===== config.mk =====
export PLATFORM = sky130hd
export DESIGN_NAME = memL2Router
export DESIGN_NICKNAME = d
export VERILOG_FILES = /design/src/source/memBusPkg.sv /design/src/source/memL2Router.sv
export SDC_FILE = /design/constraint.sdc
export NUM_CORES = 1
export LEC_CHECK = 0
export BUFFER_PORTS_ARGS = -buffer_cell sky130_fd_sc_hd__buf_2
export CAP_MARGIN = 20
export CORE_AREA = 2 2 289 291
export CTS_CLUSTER_SIZE = 20
export DETAILED_ROUTE_END_ITERATION = 7
export DIE_AREA = 0 0 291 293
export PLACE_DENSITY = 0.43
export SYNTH_ARGS = -nofsm -noshare
export SYNTH_HDL_FRONTEND = slang
export SYNTH_SLANG_ARGS = --single-unit

===== constraint.sdc =====
create_clock -name clock -period 5.75 [get_ports clock]
set_input_delay 0 -clock clock [delete_from_list [all_inputs] [get_ports clock]]
set_output_delay 0 -clock clock [all_outputs]
set_load 0.1 [all_outputs]

===== src/source/memBusPkg.sv =====
// bus types, operation and status codes, address map and request/response structs
package memBusPkg;

	// byte address, cut to 32 bits
	typedef logic [31:0] memAddr;
	// one 64-bit data word
	typedef logic [63:0] memData;
	// operation code
	typedef logic [4:0] memOpm;
	// status code
	typedef logic [1:0] memOk;

	// idle, no request
	localparam memOpm opReady = 5'h00;

	// cache maintenance commands, upper bits zero
	localparam memOpm opLdTlb = 5'h01;
	localparam memOpm opInvTlb = 5'h02;
	localparam memOpm opFlushI = 5'h03;
	localparam memOpm opFlushD = 5'h04;
	localparam memOpm opTrap = 5'h05;

	// memory accesses, low bits all ones
	localparam memOpm opLoad = 5'h0F;
	localparam memOpm opStore = 5'h17;
	// swap has both upper bits set
	localparam memOpm opSwap = 5'h1F;

	localparam memOk okReady = 2'b00;
	localparam memOk okOk = 2'b01;
	localparam memOk okHold = 2'b10;
	localparam memOk okFault = 2'b11;

	// boot ROM
	localparam memAddr romBase = 32'h0000_0000;
	localparam memAddr romLimit = 32'h0000_7FFF;
	// boot SRAM
	localparam memAddr sramBase = 32'h0000_C000;
	localparam memAddr sramLimit = 32'h0000_DFFF;
	// null page, reads zero
	localparam memAddr nullBase = 32'h0001_0000;
	localparam memAddr nullLimit = 32'h000F_FFFF;
	// DRAM window
	localparam memAddr dramBase = 32'h0100_0000;
	localparam memAddr dramLimit = 32'h7FFF_FFFF;
	// register space up to the top of the map
	localparam memAddr mmioBase = 32'hF000_0000;

	// requester to target, 101 bits
	typedef struct packed {
		memAddr addr;
		memOpm opm;
		memData data;
	} memReq;

	// target to requester, 66 bits
	typedef struct packed {
		memData data;
		memOk ok;
	} memResp;

endpackage


===== src/source/memL2Router.sv =====
// second-level router: request register, address decode, command answers, bounce word, watchdog
`timescale 1ns/1ns

module memL2Router #(
	parameter int holdLimit = 255
) (
	input logic clock,
	input logic reset,
	input memBusPkg::memReq cpuReq,
	output memBusPkg::memResp cpuResp,
	output memBusPkg::memReq bootReq,
	output memBusPkg::memReq dramReq,
	output memBusPkg::memReq mmioReq,
	input memBusPkg::memResp bootResp,
	input memBusPkg::memResp dramResp,
	input memBusPkg::memResp mmioResp,
	output memBusPkg::memData bounceIrq,
	output logic deadlock
);

	typedef enum logic [2:0] {
		routeIdle,
		routeCmd,
		routeMmio,
		routeBoot,
		routeDram,
		routeNull,
		routeUnmap
	} routeState;

	// wide enough for holdLimit + 1
	localparam int holdWidth = $clog2(holdLimit + 2);

	memBusPkg::memReq reqQ;
	memBusPkg::memResp respD;
	memBusPkg::memOpm opmD1;
	memBusPkg::memOpm opmD2;
	memBusPkg::memOpm opmD3;
	memBusPkg::memOk cmdOk;
	routeState routeQ;
	routeState decRoute;
	routeState activeRoute;
	logic isAccess;
	logic isSwap;
	logic trapTake;
	logic [holdWidth-1:0] holdCount;

	// input stage, only the opm is control
	always_ff @(posedge clock)
	begin
		reqQ <= cpuReq;
		if (reset)
			reqQ.opm <= memBusPkg::opReady;
	end

	// address map decode of the registered request
	always_comb
	begin
		isAccess = (reqQ.opm == memBusPkg::opLoad) || (reqQ.opm == memBusPkg::opStore) ||
			(reqQ.opm == memBusPkg::opSwap);
		isSwap = reqQ.opm == memBusPkg::opSwap;
		if (reqQ.opm == memBusPkg::opReady)
			decRoute = routeIdle;
		else if (!isAccess)
			decRoute = routeCmd;
		else if (reqQ.addr >= memBusPkg::mmioBase)
			decRoute = routeMmio;
		else if ((reqQ.addr >= memBusPkg::romBase && reqQ.addr <= memBusPkg::romLimit) ||
			(reqQ.addr >= memBusPkg::sramBase && reqQ.addr <= memBusPkg::sramLimit))
			decRoute = routeBoot;
		else if (reqQ.addr >= memBusPkg::dramBase && reqQ.addr <= memBusPkg::dramLimit)
			decRoute = routeDram;
		else if (reqQ.addr >= memBusPkg::nullBase && reqQ.addr <= memBusPkg::nullLimit)
			decRoute = routeNull;
		else
			decRoute = routeUnmap;
		// a latched route wins until its target is back to ready
		activeRoute = (routeQ == routeIdle) ? decRoute : routeQ;
	end

	// commands answered here
	always_comb
	begin
		case (reqQ.opm)
			memBusPkg::opReady:
				cmdOk = memBusPkg::okReady;
			// MMU already saw these
			memBusPkg::opLdTlb, memBusPkg::opInvTlb:
				cmdOk = memBusPkg::okOk;
			// wait until opm is stable for three cycles
			memBusPkg::opFlushI, memBusPkg::opFlushD:
				cmdOk = (reqQ.opm == opmD3) ? memBusPkg::okOk : memBusPkg::okHold;
			memBusPkg::opTrap:
				cmdOk = memBusPkg::okOk;
			// unknown code
			default:
				cmdOk = memBusPkg::okFault;
		endcase
	end

	// response select by route
	always_comb
	begin
		respD = '0;
		case (activeRoute)
			routeCmd:
				respD.ok = cmdOk;
			routeMmio:
				respD = mmioResp;
			routeBoot:
				respD = bootResp;
			routeDram:
				respD = dramResp;
			// zero data, swap faults
			routeNull:
				if (reqQ.opm != memBusPkg::opReady)
					respD.ok = isSwap ? memBusPkg::okFault : memBusPkg::okOk;
			routeUnmap:
				if (reqQ.opm != memBusPkg::opReady)
					respD.ok = memBusPkg::okFault;
			default:
				respD.ok = memBusPkg::okReady;
		endcase
	end

	// live opm only toward the selected target
	assign bootReq = memBusPkg::memReq'{
		addr: reqQ.addr,
		opm: (activeRoute == routeBoot) ? reqQ.opm : memBusPkg::opReady,
		data: reqQ.data
	};
	assign dramReq = memBusPkg::memReq'{
		addr: reqQ.addr,
		opm: (activeRoute == routeDram) ? reqQ.opm : memBusPkg::opReady,
		data: reqQ.data
	};
	assign mmioReq = memBusPkg::memReq'{
		addr: reqQ.addr,
		opm: (activeRoute == routeMmio) ? reqQ.opm : memBusPkg::opReady,
		data: reqQ.data
	};

	// route latch, opm history and response stage
	always_ff @(posedge clock)
	begin
		if (reqQ.opm != memBusPkg::opReady || respD.ok != memBusPkg::okReady)
			routeQ <= activeRoute;
		else
			routeQ <= routeIdle;
		opmD1 <= reqQ.opm;
		opmD2 <= opmD1;
		opmD3 <= opmD2;
		cpuResp <= respD;
		if (reset)
		begin
			routeQ <= routeIdle;
			opmD1 <= memBusPkg::opReady;
			opmD2 <= memBusPkg::opReady;
			opmD3 <= memBusPkg::opReady;
			cpuResp.ok <= memBusPkg::okReady;
		end
	end

	// bit 15 of the latched word blocks further traps
	assign trapTake = (activeRoute == routeCmd) && (reqQ.opm == memBusPkg::opTrap) &&
		!bounceIrq[15];

	always_ff @(posedge clock)
	begin
		if (reset)
			bounceIrq <= '0;
		else if (trapTake)
			bounceIrq <= reqQ.data;
	end

	// consecutive hold cycles, saturating; deadlock is sticky
	always_ff @(posedge clock)
	begin
		if (reset)
		begin
			holdCount <= '0;
			deadlock <= 1'b0;
		end
		else
		begin
			if (cpuResp.ok != memBusPkg::okHold)
				holdCount <= '0;
			else if (holdCount <= holdWidth'(holdLimit))
				holdCount <= holdCount + 1'b1;
			if (holdCount > holdWidth'(holdLimit))
				deadlock <= 1'b1;
		end
	end

	// at most one target busy at a time
	oneTargetActive: assert property (@(posedge clock) disable iff (reset)
		$onehot0({bootResp.ok != memBusPkg::okReady, dramResp.ok != memBusPkg::okReady,
			mmioResp.ok != memBusPkg::okReady}));

	// a status other than ready needs a request behind it
	okFromRequest: assert property (@(posedge clock) disable iff (reset)
		(cpuResp.ok == memBusPkg::okReady) ##1 (cpuResp.ok != memBusPkg::okReady)
		|-> ($past(reqQ.opm) != memBusPkg::opReady));

endmodule


Word level (Yosys, flattened, before mapping)
Cells that the tools add are included.
{ "word_totals": {"output_inout_bits": 434, "input_bits": 301, "reg_bits": 259} }
{ "op_classes": {"magnitude_cmp": 11, "n_reduce_logical": 19, "add_sub_neg": 1, "n_mux": 17, "bitwise_logic": 1, "eq_ne": 16} }
{ "ops": {"columns": ["op", "n"], "rows": [
  ["$pmux 64 s3", 1],
  ["$ge 32x1->1 const B", 1],
  ["$ge 32x16->1 const B", 1],
  ["$ge 32x17->1 const B", 1],
  ["$ge 32x25->1 const B", 1],
  ["$ge 32x32->1 const B", 1],
  ["$le 32x15->1 const B", 1],
  ["$le 32x16->1 const B", 1],
  ["$le 32x20->1 const B", 1],
  ["$le 32x31->1 const B", 1],
  ["$mux 3", 5],
  ["$mux 5", 3],
  ["$mux 2", 6],
  ["$pmux 2 s6", 1],
  ["$eq 5x2->1 const B", 2],
  ["$eq 5x3->1 const B", 2],
  ["$eq 5x5->1 const B", 2],
  ["$add 9x1->9 const B", 1],
  ["$eq 3x3->1 const B", 3],
  ["$gt 9x8->1 const B", 1],
  ["$le 9x8->1 const B", 1],
  ["$eq 3x2->1 const B", 2],
  ["$logic_and 1x1->1", 6],
  ["$pmux 2 s3", 1],
  ["other kinds (14)", 19]
]} }

Longest topological paths before layout
{ "depth": {"ltp_word": 15, "ltp_mapped": 12, "mapped_depth_nobuf": 8} }

Least setup slack after synthesis
Ideal clock, no wire load.
{ "synth_timing": {"path_kind": "register -> output", "startpoint": "register reqQ, in the netlist bootReq[91]", "endpoint": "output port bootReq[64] in the netlist's numbering", "slack_ns": 3.117, "t_arrival_ns": 2.633, "path_buffers": 2, "stages_incl_launch_ff": 8, "cell_sequence": "dfxtp_1 -> or4_4 -> nand3b_4 -> o22ai_2 -> and2_1 -> buf_2 -> clkbuf_1 -> and3_1"} }
{ "synth_lines": {"columns": ["element", "line", "source"], "rows": [
  ["start, declared", "memL2Router.sv:34", "memBusPkg::memReq reqQ;"],
  ["start signal, assigned", "memL2Router.sv:51", "reqQ <= cpuReq;"],
  ["end, declared", "memL2Router.sv:11", "output memBusPkg::memReq bootReq,"]
]} }

==> flow_metrics.env <==
export IMPL_hp_class="in2reg"
export IMPL_cp_data_arrival_time_ns=4.34
export IMPL_ys_warn_count=0
export IMPL_post_dp_cell_area_sq_um=13210
export IMPL_cts_buffer_depth=3
export IMPL_root_buffer="clkbuf_16"
export IMPL_synthesis_instances=1146
export IMPL_ir_drop_v=0.0001736
export IMPL_syn_area_sq_um=10640
export IMPL_maxCapViolCount=0
export IMPL_drive_gt1_share_pct=45.10
export IMPL_grt_total_usage_pct=8.743
export IMPL_vias=9961
export IMPL_required_ns=6.22
export IMPL_ys_seq_elements=259
export IMPL_path_clk_slew_ns=0.06
export IMPL_syn_num_nets=1449
export IMPL_cts_sinks=259
export IMPL_fin_crit_sh_pct=67.37
export IMPL_synthFlopType="dfxtp_1"
export IMPL_grt_pass1_vias=9707
export IMPL_yosysSeqAreaShare_pct=48.75
export IMPL_drtIter0Drc=341
export IMPL_drtAntennaViolNets=0
export IMPL_post_cts_buffers=0
export IMPL_worstPathCellList="nor4_1 -> o211ai_1 -> o22ai_2 -> and2_2 -> and2_4 -> nand2_1 -> o21ai_1 -> dlygate4sd3_1"
export IMPL_grt_overflow=0
export IMPL_yosysTopAreaCell="dfxtp_1"
export IMPL_hold_viol_final=0
export IMPL_synth_cell_type_count=57
export IMPL_die_h_um=293
export IMPL_detail_route_wl_per_cell_um=13.80
export IMPL_layout_common_cells="buf_2, dfxtp_1, dlygate4sd3_1, nand2_1, a21oi_1"
export IMPL_crit_fanout=64
export IMPL_area_delta_synth_final_pct=56.45
export IMPL_tightestPinTransition_ns=0.9591
export IMPL_cts_tree="yes"
export IMPL_io_pins=735
export IMPL_core_area_sq_um=81850
export IMPL_synth_edff_count=0
export IMPL_drc_errors=0
export IMPL_critPathTopFamily="simple AND/OR/NAND/NOR gates"
export IMPL_grt_max_degree=65
export IMPL_ctsHtreeMaxLevel=2
export IMPL_gp_congestion=0.7607
export IMPL_setup_viol=0
export IMPL_synthArstFlopShare_pct=0
export IMPL_rsz0062_at_grt="no"
export IMPL_finClkSkew_ns=0.02001
export IMPL_outcome="finished clean"
export IMPL_power_density_nw_per_um2=313.5
export IMPL_cts_buffers=34
export IMPL_drt_wl_total_um=40140
export IMPL_fin_nets=2114
export IMPL_drtPass1Iterations=4
export IMPL_p_leak_nw=7.713
export IMPL_vias_per_cell=3.424
export IMPL_die_area_sq_um=85260
export IMPL_cp_start_kind="register"
export IMPL_slowest_stage="and2_4"
export IMPL_syn_avg_cell_area_sq_um=9.280
export IMPL_fillCellCount=9112
export IMPL_crit_buf_inv=1
export IMPL_dpl_hpwl_um=29130
export IMPL_max_stage_delay_ns=0.73
export IMPL_clk_latency_ns=0.54
export IMPL_final_common_cell="buf_2"
export IMPL_period_needed_ns=3.874
export IMPL_dieWidth_um=291
export IMPL_num_rows=105
export IMPL_synth_top_cell_area_share_pct=48.75
export IMPL_max_freq_mhz=258.1
export IMPL_crit_type="reg2reg"
export IMPL_yosys_top_cells_area="dfxtp_1, buf_4, nand2_1"
export IMPL_slew_violations=0
export IMPL_final_cell_area_sq_um=16640
export IMPL_io_buffer_count=734
export IMPL_ctsResizeCount=0
export IMPL_grt_pass1_wl_um=57790
export IMPL_tns_ns=0
export IMPL_antenna_found_initial=3
export IMPL_initial_utilization_pct=12.99
export IMPL_cp_end_kind="register"
export IMPL_maxSlewHeadroom_pct=35.82
synthesized netlist by cell type, drive strengths merged, types with 3 or more instances:
master	n
nand2	199
xnor2	4
nor2	18
nor2b	21
a22oi	64
o21ai	66
buf	319
nand4	5
nor4	6
a21oi	69
xor2	8
and3	18
clkbuf	32
a31oi	6
a211oi	3
inv	7
dfxtp	259
and2	4
cell families after synthesis:
logic type	synth area share, %
buf+inv	24.00
simple gates	12.11
flops	48.75
compound gates	13.82
xor+xnor	0.9882
fa+ha+maj	0.2353
mux	0.09412
tightest hold or removal path, stage by stage:
cell and delay [ns]:
buf_2 0.10, o2111ai_1 0.17, a21oi_1 0.12, and2_1 0.18
final timing paths:
kind / start / slack (ns) / cells past startpoint / end
setup reg to reg: bootReq[87] / 1.88 / 8 / cpuResp[6]
setup / recovery: bootReq[87] / 1.88 / 8 / cpuResp[6]
hold / removal: mmioResp[0] / 0.07 / 4 / cpuResp[0]
hold reg to reg: opmD2[2] / 0.42 / 1 / opmD3[2]
timing repair:
item | CTS | global route
endpoints found under the setup margin | 0 | 0
hold buffers | 236 | 0
endpoints found under the hold margin | 188 | 0
metrics by stage:
stage	setup WS [ns]	utilization, %	hold slack [ns]	power, mW	instances
floorplan	3.117	-	0.02772	3.004	1146
finish	1.876	20.33	0.06570	5.216	2909
global placement	2.374	16.14	0.1022	3.118	2609
detailed placement	2.362	16.14	0.1036	3.115	2609
global route	1.533	20.33	0.05207	5.412	2908
CTS	1.810	20.32	0.02903	5.325	2906
power breakdown:
group / total (mW) / switching (mW) / internal (mW) / leakage [nW]
Combinational: 1.26 / 1.01 / 0.251 / 5.06
Sequential: 1.91 / 0.0586 / 1.85 / 2.13
Clock: 2.05 / 0.866 / 1.18 / 0.521
flip-flops by register name (all words and copies together) (netlist names):
register	count
holdCount	9
reqQ	5
routeQ	3
deadlock	1
bootReq	96
opmD3	5
opmD2	5
cpuResp	66
bounceIrq	64
opmD1	5
final cells by class:
class                   count  area (sq um)  area share (%)
diodes                      3         7.507         0.04512
clock buffers              46         915.9           5.505
clock inverters            15         143.9          0.8648
inverters                   7         26.28          0.1579
multi-input cells         529          2908           17.48
flip-flops and latches    259          5185           31.16
well taps                1070          1339           8.046
repair buffers            980          6113           36.74
per-layer routing:
metal  wire length [um]  share of wire, %  GRT usage (%)
met3               2436               6.1          1.997
met1              16220                40          10.08
met5                  0                 0              0
met4               1772               4.4          4.423
met2              19710                49          15.17
No activity file was read; power rests on OpenSTA's default activity.
