## config.mk

```make
export PLATFORM = sky130hd
export DESIGN_NAME = memMmioRegs
export DESIGN_NICKNAME = d
export VERILOG_FILES = /design/src/source/memBusPkg.sv /design/src/source/memMmioRegs.sv
export SDC_FILE = /design/constraint.sdc
export NUM_CORES = 1
export LEC_CHECK = 0
export BUFFER_PORTS_ARGS = -buffer_cell sky130_fd_sc_hd__buf_2
export CAP_MARGIN = 30
export CORE_MARGIN = 2
export CORE_UTILIZATION = 43
export CTS_CLUSTER_SIZE = 8
export DETAILED_ROUTE_END_ITERATION = 7
export GPL_ROUTABILITY_DRIVEN = 0
export PLACE_DENSITY = 0.71
export SYNTH_ARGS = -nofsm -noshare
export SYNTH_HDL_FRONTEND = slang
export SYNTH_SLANG_ARGS = --single-unit
```

## constraint.sdc

```tcl
create_clock -name clock -period 5.05 [get_ports clock]
set_input_delay 0.7575 -clock clock [delete_from_list [all_inputs] [get_ports clock]]
set_output_delay 0.7575 -clock clock [all_outputs]
set_load 0.02 [all_outputs]
```

## src/source/memBusPkg.sv

```systemverilog
// bus types, operation and status codes, address map and request/response structs
package memBusPkg;

	// byte address, cut to 32 bits
	typedef logic [31:0] memAddr;
	// one 64-bit data word
	typedef logic [63:0] memData;
	// operation code
	typedef logic [4:0] memOpm;
	// status code
	typedef logic [1:0] memOk;

	// idle, no request
	localparam memOpm opReady = 5'h00;

	// cache maintenance commands, upper bits zero
	localparam memOpm opLdTlb = 5'h01;
	localparam memOpm opInvTlb = 5'h02;
	localparam memOpm opFlushI = 5'h03;
	localparam memOpm opFlushD = 5'h04;
	localparam memOpm opTrap = 5'h05;

	// memory accesses, low bits all ones
	localparam memOpm opLoad = 5'h0F;
	localparam memOpm opStore = 5'h17;
	// swap has both upper bits set
	localparam memOpm opSwap = 5'h1F;

	localparam memOk okReady = 2'b00;
	localparam memOk okOk = 2'b01;
	localparam memOk okHold = 2'b10;
	localparam memOk okFault = 2'b11;

	// boot ROM
	localparam memAddr romBase = 32'h0000_0000;
	localparam memAddr romLimit = 32'h0000_7FFF;
	// boot SRAM
	localparam memAddr sramBase = 32'h0000_C000;
	localparam memAddr sramLimit = 32'h0000_DFFF;
	// null page, reads zero
	localparam memAddr nullBase = 32'h0001_0000;
	localparam memAddr nullLimit = 32'h000F_FFFF;
	// DRAM window
	localparam memAddr dramBase = 32'h0100_0000;
	localparam memAddr dramLimit = 32'h7FFF_FFFF;
	// register space up to the top of the map
	localparam memAddr mmioBase = 32'hF000_0000;

	// requester to target, 101 bits
	typedef struct packed {
		memAddr addr;
		memOpm opm;
		memData data;
	} memReq;

	// target to requester, 66 bits
	typedef struct packed {
		memData data;
		memOk ok;
	} memResp;

endpackage

```

## src/source/memMmioRegs.sv

```systemverilog
// eight scratch registers behind the MMIO window, answering after two hold cycles
`timescale 1ns/1ns

module memMmioRegs (
	input logic clock,
	input logic reset,
	input memBusPkg::memReq req,
	output memBusPkg::memResp resp
);

	localparam logic [1:0] holdCycles = 2'd2;

	memBusPkg::memData scratch [0:7];
	logic [2:0] regIndex;
	logic [1:0] holdCount;
	logic active;
	logic isWrite;

	// word select within the window
	assign regIndex = req.addr[5:3];
	assign active = req.opm != memBusPkg::opReady;
	assign isWrite = (req.opm == memBusPkg::opStore) || (req.opm == memBusPkg::opSwap);

	always_ff @(posedge clock)
	begin
		if (reset)
		begin
			resp.ok <= memBusPkg::okReady;
			holdCount <= '0;
			scratch <= '{default: '0};
		end
		else if (!active)
		begin
			resp.ok <= memBusPkg::okReady;
			holdCount <= '0;
		end
		else if (resp.ok != memBusPkg::okOk)
		begin
			if (holdCount != holdCycles)
			begin
				resp.ok <= memBusPkg::okHold;
				holdCount <= holdCount + 1'b1;
			end
			else
			begin
				// read value, or old value on store and swap
				resp.ok <= memBusPkg::okOk;
				resp.data <= scratch[regIndex];
				if (isWrite)
					scratch[regIndex] <= req.data;
			end
		end
	end

endmodule

```

After elaboration in Yosys (flattened, before gate mapping)
Cells that the tools add are included.

Add/subtract/negate cells: 1. Order comparisons: 2. Equality and inequality tests: 4. Multiplexer cells: 7. Bitwise logic cells: 4. Reductions and logical operators: 7.

Operator list (count): $bwmux 512 (1); $bmux 64 s3 (1); $demux 64 s3 (1); $mux 64 (3); $eq 5x5->1 const B (2); $reduce_and 4->1 (2); $reduce_bool 5->1 (1); $ge 4x4->1 const B (1); $lt 4x1->1 const B (1); $not 3->4 (1); $not 1->1 (3); $add 2x1->2 const B (1); $mux 2 (1); $ne 2x1->1 const B (1); $ne 2x2->1 const B (1); $reduce_and 2->1 (1); $reduce_or 2->1 (1); $logic_and 1x1->1 (1); $logic_or 1x1->1 (1).

Flip-flop bits (word level): 580. Input bits: 103. Logic and storage cells: 36.

Longest topological paths before layout
Gate-level depths: netlist of run 1.

Word-level depth: 6. Gate-level depth with buffers: 7. Mapped depth without buffers: 5.

Least setup slack after synthesis of run 1
No wires, ideal clock.

Path kind: input port to flip-flop. Start point: input port reset. End point: register resp[10] (netlist name), enable pin. Library setup time: 0.486 ns. Data arrival time: 4.133 ns. Data required time: 4.564 ns. Setup slack: 0.431 ns. Stages: 5. Cells stage by stage: buf_2 buf_2 buf_2 o21bai_1 nor2_1.

Word-level cells in the longest chain between the ends: 2.

Ends and longest elaborated chain: start, declared (RTL line memMmioRegs.sv:6) `input logic reset,`; $not 1->1 (no source line); $reduce_and 4->1 (no source line); end, declared (RTL line memMmioRegs.sv:8) `output memBusPkg::memResp resp`.

No other way between the ends. A chain may end at the register's enable or synchronous reset.

Worst setup path in the final report of run 1
Start point: input port req[72] (netlist name). End point: register scratch[58] (netlist name).

Word-level cells in the longest chain between the ends: 6. Elaborated cells on any way between the ends: 7.

Ends and longest elaborated chain: start, declared (RTL line memMmioRegs.sv:7) `input memBusPkg::memReq req,`; $not 3->4 (implied by the code) * (RTL line memMmioRegs.sv:50) `scratch[regIndex] <= req.data;`; $ge 4x4->1 (implied by the code) / $lt 4x1->1 (equally long branches) (RTL line memMmioRegs.sv:50); $logic_and 1x1->1 (implied by the code) (RTL line memMmioRegs.sv:50); $mux 64 (implied by the code) (RTL line memMmioRegs.sv:50); $demux 64 s3 * (RTL line memMmioRegs.sv:50); $bwmux 512 * (RTL line memMmioRegs.sv:50); end signal, assigned by index (RTL line memMmioRegs.sv:50); end, declared (RTL line memMmioRegs.sv:13) `memBusPkg::memData scratch [0:7];`.

Mark *: on every way between the ends. The rest lies on a longest branch, timed or not.

==> results of run 1 <==
==> cells in the mapped netlist, types with 3 or more instances <==
master    count  share of area
o22ai_1       8         0.0019
edfxtp_1     64          0.073
o221ai_1     25         0.0083
a22oi_1      59          0.017
and2_1        4        0.00095
nor2_1        6        0.00086
and2b_1       3        0.00086
buf_2        33         0.0063
nor2b_2       3         0.0010
buf_4        23         0.0066
a221oi_1     44          0.015
o22a_1       21         0.0070
nand4_1       8         0.0019
nand2b_1    583           0.14
clkbuf_1     66         0.0094
buf_6        59          0.025
a221o_1       3         0.0011
nand3_1       5        0.00095
mux2_4        3         0.0017
mux2_2       32          0.014
a21oi_1       5        0.00095
mux4_2       38          0.033
buf_1        68         0.0097
dfxtp_1     516           0.39
o21ai_0       9         0.0017
mux2i_1     557           0.21
nand2_1      63         0.0090
inv_1         3        0.00043
==> power groups by stage <==
| stage | registers [mW] | clock network [mW] | logic, mW |
|---|---|---|---|
| 6_report | 4.78 | 5.03 | 0.705 |
| 3_3_place_gp | 4.87 | 0 | 0.681 |
| 2_1_floorplan | 4.94 | 0 | 0.394 |
| 4_1_cts | 4.78 | 5.11 | 0.700 |
| 3_5_place_dp | 4.87 | 0 | 0.698 |
| 5_1_grt | 4.78 | 5.30 | 0.743 |
==> stage by stage <==
stage / worst slack [ns] / hold slack, ns / instances / util
finish: 2.24 / 0.473 / 3167 / 0.483
global route: 2.19 / 0.488 / 3166 / 0.483
detailed placement: 1.68 / 0.465 / 3043 / 0.445
global placement: 1.70 / 0.456 / 3040 / 0.444
CTS: 2.34 / 0.473 / 3165 / 0.483
floorplan: 0.431 / 0.448 / 2341 / -
==> kinds of logic (layout without fill, tap and decap cells) <==
kind of cell             Yosys count  count (layout)  share of synthesized area
flip-flops                       580             580                      0.466
AND/OR/NAND/NOR                  691             691                      0.159
buffers and inverters            253             296                     0.0579
AO/OA/AOI/OAI                    186             186                     0.0564
multiplexers                     630             630                      0.260
adder cells (fa/ha/maj)            1               1                   0.000476
other                              0               1                          0
==> layer usage <==
metal / wire (µm) / up-vias / GRT usage
li1: - / 8173 / -
met1: 30500 / 8899 / 0.279
met2: 33700 / 456 / 0.369
met3: 3180 / 143 / 0.0311
met4: 2290 / 0 / 0.0895
met5: 0 / - / 0
==> worst max path at each step <==
stage | startpoint | endpoint | slack [ns]
floorplan | reset | resp[10]$_DFFE_PP_ | 0.43
global placement | req[72] | scratch[43]$_SDFFE_PP0P_ | 1.70
detailed placement | req[72] | scratch[51]$_SDFFE_PP0P_ | 1.68
CTS | req[72] | scratch[44]$_SDFFE_PP0P_ | 2.34
global route | req[72] | scratch[60]$_SDFFE_PP0P_ | 2.19
finish | req[72] | scratch[58]$_SDFFE_PP0P_ | 2.24
==> registers in the layout, indices dropped and copies added (netlist names) <==
name and flops:
scratch 512, holdCount 2, resp 66
==> worst max-delay path, stage by stage <==
cell and delay (ns):
buf_6 0.49, and2_2 0.92, nand4_1 0.28, buf_4 0.32
buf_16 0.26, mux2i_1 0.17
==> cell type report <==
type	count	area [µm²]
fillers	5336	31200
clock buffers	117	2250
inverters	4	15.0
flip-flops and latches	580	12300
diodes	1	2.50
clock inverters	5	62.6
multi-input cells	1508	12500
well taps	782	978
repair buffers	170	1080
==> metrics list, run 1 <==
- The initial antenna violation count is 1.
- Wirelength, routed: 69,600 µm
* Standard cell area after detailed placement: 0.0268 mm²
* Avg Synthesized Cell Area: 11.2 µm²
- Unrepaired setup endpoints after global routing: no
* Mapped Nets: 2,445
* Combinational share of power: 0.067
- The flow ran to the end, and the final reports show no timing, DRC or antenna violations.
* Hold Crit Start: scratch[172]$_SDFFE_PP0P_
* Overall Global Routing Usage: 0.218
- After floorplanning, the core was divided into 90 placement rows.
* Most common cell after layout, fill and taps aside: nand2b_1
- Largest fanout on the critical path: 56
* Crit path required time: 5.53 ns
- The number of global-route vias before repair is 18,562.
- Highest Clock Rate: 356 MHz
- In this run, the number of DRC markers left after iteration 0 of detailed routing was 1,284.
- Area added between synthesis and finish: 11.0%
* Power density over the cells: 361 mW/mm²
* Placeable core region: 0.0604 mm²
- Resize count post-CTS: 0
- Synthesis produced 2,341 cells.
* Setup slack on the worst flop-to-flop path: 2.84 ns
* Post-CTS setup buffer count: 0
- Number of enable-type register cells in the synthesized netlist: 64
* Actual slew at the worst max-slew pin: 1.08 ns
- Power share of the clock group: 0.479
- Of the synthesized area, sequential elements account for 0.466.
* Sequential Power Share: 0.454
- Final count of negative-setup-slack endpoints: 0
* Int Pwr: 8.03 mW
- The worst register-to-register path ends at scratch[187]$_SDFFE_PP0P_.
* CTS tree: built
- Slew Limit Fails: 0
* Worst slew margin: 0.277
* Maximum clock path buffer count: 3
- Gr ovfl total: 0
* Hold Crit Depth: 2
- Count of nets after finishing: 2,450
- The initial utilization of the core area, before any placement, comes to 0.435.
- Drc violations: 0
* CTS clock-pin slew for the worst setup and hold paths: 0.05 ns
- Pin placement for this block handled 169 I/O pins.
- After synthesis the netlist holds a flip-flop and latch count of 580.
- After routing, the total negative slack on setup checks comes to 0 ns.
* Die outline area: 0.0631 mm²
- In this run the cell area of the synthesized design comes to 0.0263 mm².
* Maximum number of pins on one net before global-route repair: 264
- H-Tree Depth: 3
- The count of buffers added on input and output ports is 139.
- The die is 251 µm wide.
- For the worst setup path, the data arrival time is 3.29 ns.
* Net switching share of the total power: 0.236
* WHS Endpoint: scratch[172]$_SDFFE_PP0P_
* Ys flop type: dfxtp_1
* Number of maximum-capacitance constraint violations: 0
* Psw: 2.48 mW
* Launch instance of the worst register-to-register path: holdCount[0]$_SDFFE_PP0P_
- Detailed placement ended at an HPWL of 38,900 µm.
- During synthesis, Yosys emitted a total of 0 warnings.
- Dividing the detail-routed wire length by the instance count gives 22.0 µm.
* Post-route cell area: 0.0292 mm²
- Once detail routing completed, the nets flagged for antenna violations numbered 0.
- Summed over all cells, the static leakage comes to 13.7 nW.
- The tightest min-delay check is of the reg2reg type.
- R2R depth: 6
- The number of hold buffers added after CTS was 0.
- Worst-case clock skew: 0.0238 ns
- Wire length of the first global-routing pass: 107,000 µm
* Launching element type of the critical path: primary input
* CTS root buffer: clkbuf_16
- Die extent in y: 251 µm
* Type of element capturing the critical path: flip-flop
- The first detailed-routing pass took 5 iterations.
- Average vias per placed instance: 5.58
- The critical path is of the in2reg type.
- Counting distinct cell types in the post-synthesis netlist gives 49.
- For this run, asynchronously set or reset flops after synthesis account for 0.
- Clock buffers created by TritonCTS: 82
- The total count of hold-check failures in the final report came to 0.
- # clock sinks: 580
- Overall power consumption after layout is estimated at 10.5 mW.
- The clock period could shrink to 2.81 ns.
- Highest-count cells in the layout ignoring fill and taps: 583 x nand2b_1, 557 x mux2i_1, 516 x dfxtp_1, 135 x buf_2, 85 x clkbuf_16
- In the final layout, the share of cells above drive strength 1 is 0.146.
- In the finished design, the share of the clock period the worst path needs comes to 0.556.
- Detailed routing inserted a total of 17,671 vias.
- Across the VDD grid, the largest voltage drop is 232 µV.
- The later pin in the worst-skew pair is clocked with a latency of 0.62 ns.
No activity file was read; power rests on OpenSTA's default activity.
==> inputs of run 2 (changes only) <==
==> constraint.sdc (replaced) <==
create_clock -name clock -period 2.8 [get_ports clock]
set_input_delay 0.42 -clock clock [delete_from_list [all_inputs] [get_ports clock]]
set_output_delay 0.42 -clock clock [all_outputs]
set_load 0.02 [all_outputs]
==> metrics list, run 2 (synthesized netlist as in run 1, its figures left out) <==
- The total count of hold-check failures in the final report came to 0 (unchanged).
- Net switching share of the total power: 0.233 (-0.00289)
- Worst slack at placement: 0.299 ns (-1.38 ns)
- The number of buffers added to fix hold violations after cts is 0 (unchanged).
- Combinational share of power: 0.068 (about the same)
- The largest registers in the layout are scratch (512), resp (66), holdCount (2).
- The post-layout total power was 19.1 mW (+82%).
* Die extent in y: 251 µm (unchanged)
- Antenna diode count: 0 (-1)
- The later-pin clock latency in the skew report is 0.61 ns (about the same).
- The net switching component of the power is 4.46 mW (+80%).
- Power share of the clock group: 0.481 (+0.002)
- The overall via count from detail_route is 17,823 (+0.86%).
* Crit path required time: 3.08 ns (-2.45 ns)
* Highest Clock Rate: 429 MHz
- The final core area utilization is 0.489 (+0.00537).
- Count of nets after finishing: 2,482 (+1.3%)
- The post-route DRC violation count came to 0 (unchanged).
- The run finished with clean final reports.
- The number of levels in the clock H-tree was 3 (unchanged).
* Initial cell density of the core: 0.435 (unchanged)
- Number of global-route vias before repair: 18,775 (+1.1%)
* CTS tree: built
- Power density over the cells: 648 mW/mm² (+80%)
* Data arrival at the endpoint of the critical path: 2.61 ns (-0.68 ns)
* Maximum number of pins on one net before global-route repair: 295 (+12%)
* Worst slew margin: 0.274 (-0.00340)
- The critical path is of the reg2reg type.
- Area added between synthesis and finish: 12.2%
* Wire length of the first global-routing pass: 109,000 µm (+2.1%)
* Resize count post-CTS: 0 (unchanged)
- In the layout the commonest cells are 583 x nand2b_1, 557 x mux2i_1, 516 x dfxtp_1, 135 x buf_2, 86 x clkbuf_16.
- Wirelength, routed: 70,500 µm (+1.2%)
- The worst-case vdd ir drop was 403 µV (+74%).
- The number of placed I/O pins came to 169 (unchanged).
- The sum of negative setup slack was 0 ns (unchanged).
- Average vias per placed instance: 5.57 (-0.24%)
- Post-route minimum period: 2.33 ns
- Violation count after the first detailed-route iteration: 1,189 (-7.4%)
- Die outline area: 0.0631 mm² (unchanged)
* FILL cells: 5,357 (+0.39%)
* Post-CTS setup buffer count: 0 (unchanged)
- Top reg by flops: scratch
- Most common cell after layout, fill and taps aside: nand2b_1
* Placeable core region: 0.0604 mm² (unchanged)
* Layout cell share with drive strength beyond 1: 0.156 (+0.0102)
- Clock buffers created by TritonCTS: 82 (unchanged)
- The worst-path maximum fanout came to 20 (-64%).
- The routed length per instance came to 22.0 µm (+0.12%).
* Unrepaired setup endpoints after global routing: no
* Overall Global Routing Usage: 0.222 (+0.00419)
* Type of element capturing the critical path: flip-flop
- The total of buffers placed on input and output ports came to 139 (unchanged).
- Actual slew at the worst max-slew pin: 1.09 ns (+0.00766 ns)
- Share of the clock period used by the worst path after layout: 0.833
- Number of flip-flops in the largest register: 512 (unchanged)
- Maximum clock path buffer count: 3 (unchanged)
* Floorplan die width: 251 µm (unchanged)
* CTS root buffer: clkbuf_16
* Int Pwr: 14.7 mW (+83%)
- Total leakage power: 13.9 nW (+1.4%)
- The power share of the sequential group came to 0.451 (-0.003).
- The slack of the critical path is 0.467 ns (-1.78 ns).
* Slew Limit Fails: 0 (unchanged)
- The count of antenna-violating nets left after detailed routing is 0 (unchanged).
- CTS clock-pin slew for the worst setup and hold paths: 0.05 ns (about the same)
* First drt pass iteration count: 7 (+2)
* Worst-case clock skew: 0.0274 ns (+0.00358 ns)
* Standard-cell row count: 90 (unchanged)
* Detail Placement HPWL: 42,100 µm (+8.1%)
- Hold crit path type: in2reg
- The number of failing setup endpoints in the final timing report is 0 (unchanged).
- Gr ovfl total: 0 (unchanged)
- The reported max-cap violation count is 0 (unchanged).
- STA classifies the critical path startpoint as a flip-flop.
* # clock sinks: 580 (unchanged)
- Antenna violations before repair: 0 (-1)
[run 2: cell count changes in the layout (fill, tap and decap cells not counted), sizes merged]
cell | before | now
diode | 1 | 0
clkinv | 1 | 2
clkbuf | 117 | 124
buf | 170 | 202
bufinv | 0 | 1
inv | 8 | 3
[run 2: through the flow]
step | hold slack, ns | std cells | area, µm²
4_1_cts | 0.224 | 3202 | 29500
2_1_floorplan | 0.448 | 2341 | 26300
3_3_place_gp | 0.456 | 3075 | 27100
3_5_place_dp | 0.463 | 3076 | 27100
6_report | 0.244 | 3202 | 29500
5_1_grt | 0.273 | 3202 | 29500
[run 2: metal layers]
metal / routed length, µm / vias to the layer above / global-route usage
li1: - / 8219 / -
met1: 31300 / 9003 / 0.288
met2: 34100 / 472 / 0.379
met3: 3230 / 129 / 0.0314
met4: 1860 / 0 / 0.0767
met5: 0 / - / 0
[run 2: final timing paths]
check / slack, ns / end / startpoint / cells after the start
worst max-delay path: 0.47 / resp[54]$_DFFE_PP_ / resp[1]$_SDFFE_PP0N_ / 4
worst min-delay path: 0.24 / resp[0]$_SDFFE_PP0N_ / req[68] / 3
worst max register to register: 0.47 / resp[54]$_DFFE_PP_ / resp[1]$_SDFFE_PP0N_ / 4
worst min register to register: 0.47 / scratch[84]$_SDFFE_PP0P_ / scratch[84]$_SDFFE_PP0P_ / 2
[run 2: final cells by class]
cell class / instances / area [µm²] / share of cell area
clock buffers: 124 / 2290 / 0.0778
flip-flops and latches: 580 / 12300 / 0.415
repair buffers: 202 / 1380 / 0.0468
clock inverters: 2 / 46.3 / 0.00157
inverters: 4 / 15.0 / 0.000509
well taps: 782 / 978 / 0.0332
multi-input cells: 1508 / 12500 / 0.425
[run 2: power groups by stage]
stage	Sequential, mW	Clock [mW]	Combinational [mW]
floorplan	8.89	0	0.715
global placement	8.80	0	1.27
detailed placement	8.80	0	1.29
CTS	8.63	9.32	1.30
global route	8.63	9.69	1.37
finish	8.63	9.19	1.30
[run 2: worst max-delay path: stages, from the launching register on]
cell and delay [ns]:
dfxtp_1 0.35, nand2b_1 0.36, nand2_1 0.18, nor2_4 0.71, buf_4 0.40
==> inputs of run 3 (changes only) <==
--- a/config.mk
+++ b/config.mk
@@ -12,7 +12,7 @@
 export CTS_CLUSTER_SIZE = 8
 export DETAILED_ROUTE_END_ITERATION = 7
 export GPL_ROUTABILITY_DRIVEN = 0
-export PLACE_DENSITY = 0.71
+export PLACE_DENSITY = 0.73
 export SYNTH_ARGS = -nofsm -noshare
 export SYNTH_HDL_FRONTEND = slang
 export SYNTH_SLANG_ARGS = --single-unit
==> constraint.sdc (replaced) <==
create_clock -name clock -period 2 [get_ports clock]
set_input_delay 0.3 -clock clock [delete_from_list [all_inputs] [get_ports clock]]
set_output_delay 0.3 -clock clock [all_outputs]
set_load 0.02 [all_outputs]
==> metrics list, run 3 (synthesized netlist as in run 1, its figures left out) <==
- The largest individual stage delay along the critical path comes from the cell buf_12.
- The minimum period implied by the final worst setup slack is 1.87 ns (-0.458 ns).
- Antenna diode count: 0 (unchanged)
* # clock sinks: 580 (unchanged)
- Worst slew margin: 0.556 (+0.282)
- The total count of hold-check failures in the final report is 0 (unchanged).
* Placeable core region: 0.0604 mm² (unchanged)
* Number of maximum-capacitance constraint violations: 0 (unchanged)
- Power density over the cells: 888 mW/mm² (+37%)
- The first-pass iteration count of the detailed router was 5 (-2).
* Data arrival at the endpoint of the critical path: 2.41 ns (-0.20 ns)
- The run finished with clean final reports.
- Clock buffers created by TritonCTS: 82 (unchanged)
* CTS clock-pin slew for the worst setup and hold paths: 0.05 ns (about the same)
* Combinational share of power: 0.072 (+0.004)
* Critical path start-end classification: reg2reg
- In this design, the largest share of critical-path delay is due to buffers and inverters.
- Relative to the synthesized area, the layout overhead comes to 14.7%.
- The critical path goes through inv_1 -> ha_1 -> and2_1 -> nand4_1 -> buf_12 -> mux2i_1.
- The worst reg-to-reg setup slack is 0.13 ns (-0.34 ns).
- Slowest Stage Delay on Critical Path: 0.44 ns (-0.27 ns)
- TritonCTS built the clock tree.
* Hold Crit Depth: 3 (unchanged)
* Slack of the critical path: 0.125 ns (-0.342 ns)
* Maximum clock path buffer count: 3 (unchanged)
- The number of pins exceeding their max-slew limit in the final report came to 0 (unchanged).
- Number of global-route vias before repair: 19,062 (+1.5%)
- Worst-case clock skew: 0.0221 ns (-0.00528 ns)
* Sequential Power Share: 0.451 (about the same)
- The total of buffers placed on input and output ports was 139 (unchanged).
- Antenna violations before repair: 1 (+1)
* Hold crit path type: in2reg
* Overall Global Routing Usage: 0.224 (+0.00195)
- Top-level port count: 169 (unchanged)
- Summed negative setup slack over all endpoints: 0 ns (unchanged)
* FILL cells: 5,313 (-0.82%)
- The endpoint identified for the worst register-to-register timing path is scratch[18]$_SDFFE_PP0P_.
- The pin count of the biggest net entering global routing was 112 (-62%).
- Detail Placement HPWL: 43,900 µm (+4.4%)
- Routed length per instance: 21.9 µm (-0.30%)
* Worst vdd ir: 553 µV (+37%)
- Gr ovfl total: 0 (unchanged)
* Violation count after the first detailed-route iteration: 1,060 (-11%)
- Top reg by flops: scratch
- The slew at the pin closest to its max-slew limit is 0.663 ns (-0.426 ns).
- Post-CTS setup buffer count: 0 (unchanged)
- The post-route clock period utilization is 0.937 (+0.104).
- Number of flip-flops in the largest register: 512 (unchanged)
* Total via count after detailed routing: 17,989 (+0.93%)
* Count of nets after finishing: 2,523 (+1.7%)
* Layout cell share with drive strength beyond 1: 0.171 (+0.0153)
* Highest Clock Rate: 533 MHz (+24%)
* Net switching share of the total power: 0.237 (+0.00378)
* Antenna-violating nets left: 0 (unchanged)
- Drc violations: 0 (unchanged)
* Power share of the clock group: 0.477 (-0.004)
- The number of failing setup endpoints in the final timing report came to 0 (unchanged).
- The cell-internal power is 20.4 mW (+39%).
- The minimum setup slack after placement was 0.0576 ns (-0.242 ns).
- The die width came to 251 µm (unchanged).
- The worst hold path begins at req[68].
- Average vias per placed instance: 5.54 (-0.50%)
* Wire length of the first global-routing pass: 110,000 µm (+0.90%)
- The worst-path maximum fanout was 48 (+140%).
- The largest registers in the layout are scratch (512), resp (66), holdCount (2).
- Unrepaired setup endpoints after global routing: no
* Psw: 6.35 mW (+42%)
* Buf/Inv on CP: 2 (+1)
* WHS Endpoint: resp[0]$_SDFFE_PP0N_
- Hold buffer count at cts: 0 (unchanged)
- R2R depth: 6 (+2)
- The cell leakage power came to 14.2 nW (+2.3%).
- Die extent in y: 251 µm (unchanged)
* CTS root buffer: clkbuf_16
- Resize count post-CTS: 0 (unchanged)
* Highest-count cells in the layout ignoring fill and taps: 583 x nand2b_1, 557 x mux2i_1, 515 x dfxtp_1, 135 x buf_2, 84 x clkbuf_16
- Total design power: 26.8 mW (+40%)
- The placement row count came to 90 (unchanged).
- Initial cell density of the core: 0.435 (unchanged)
- The later-pin clock latency in the skew report came to 0.61 ns (about the same).
- Crit path required time: 2.53 ns (-0.55 ns)
* Die outline area: 0.0631 mm² (unchanged)
- Leaving out fill and tap cells, the most frequent cell in the layout is nand2b_1.
- H-Tree Depth: 3 (unchanged)
- Launching element type of the critical path: flip-flop
- The worst register-to-register path begins at holdCount[0]$_SDFFE_PP0P_.
- Wirelength, routed: 71,300 µm (+1.1%)
- Type of element capturing the critical path: flip-flop
-- run 3: how the worst max path moves through the flow --
stage	startpoint	to	cells past startpoint
CTS	holdCount[0]$_SDFFE_PP0P_	scratch[37]$_SDFFE_PP0P_	6
global route	holdCount[0]$_SDFFE_PP0P_	scratch[149]$_SDFFE_PP0P_	7
detailed placement	req[73]	resp[31]$_DFFE_PP_	6
floorplan	reset	resp[10]$_DFFE_PP_	5
global placement	req[73]	resp[37]$_DFFE_PP_	4
finish	holdCount[0]$_SDFFE_PP0P_	scratch[18]$_SDFFE_PP0P_	6
-- run 3: cell type report --
class                   count  area, µm²  area share
flip-flops and latches    580      12300       0.407
clock inverters             5       66.3     0.00220
inverters                   4       15.0    0.000498
multi-input cells        1508      12500       0.416
clock buffers             126       2270      0.0754
well taps                 782        978      0.0325
repair buffers            243       2000      0.0664
-- run 3: worst min-delay path: cells and delay by family --
kind	cells	cell delay (ns)
buf+inv	1	0.11
compound gates	1	0.10
simple gates	1	0.09
-- run 3: power by group through the flow --
stage / Sequential (mW) / Clock [mW] / Combinational [mW]
floorplan: 12.5 / 0 / 1.01
global placement: 12.3 / 0 / 1.88
detailed placement: 12.3 / 0 / 1.91
CTS: 12.1 / 13.0 / 1.92
global route: 12.1 / 13.5 / 2.02
finish: 12.1 / 12.8 / 1.92
-- run 3: routing by layer --
layer  track usage  up-vias  routed length [µm]  share of wire
met5             0        -                   7       0.000098
met2         0.381      517               34700           0.49
li1              -     8308                   -              -
met3        0.0376      122                3640          0.051
met4        0.0833        2                2030          0.029
met1         0.285     9040               30900           0.43
-- run 3: stage by stage --
stage	util	std cells	hold WS [ns]	cell area [µm²]
finish	0.499	3248	0.0377	30100
global route	0.499	3248	0.0420	30100
CTS	0.499	3248	0.00599	30100
detailed placement	0.460	3117	0.465	27800
global placement	0.460	3116	0.456	27800
floorplan	-	2341	0.448	26300
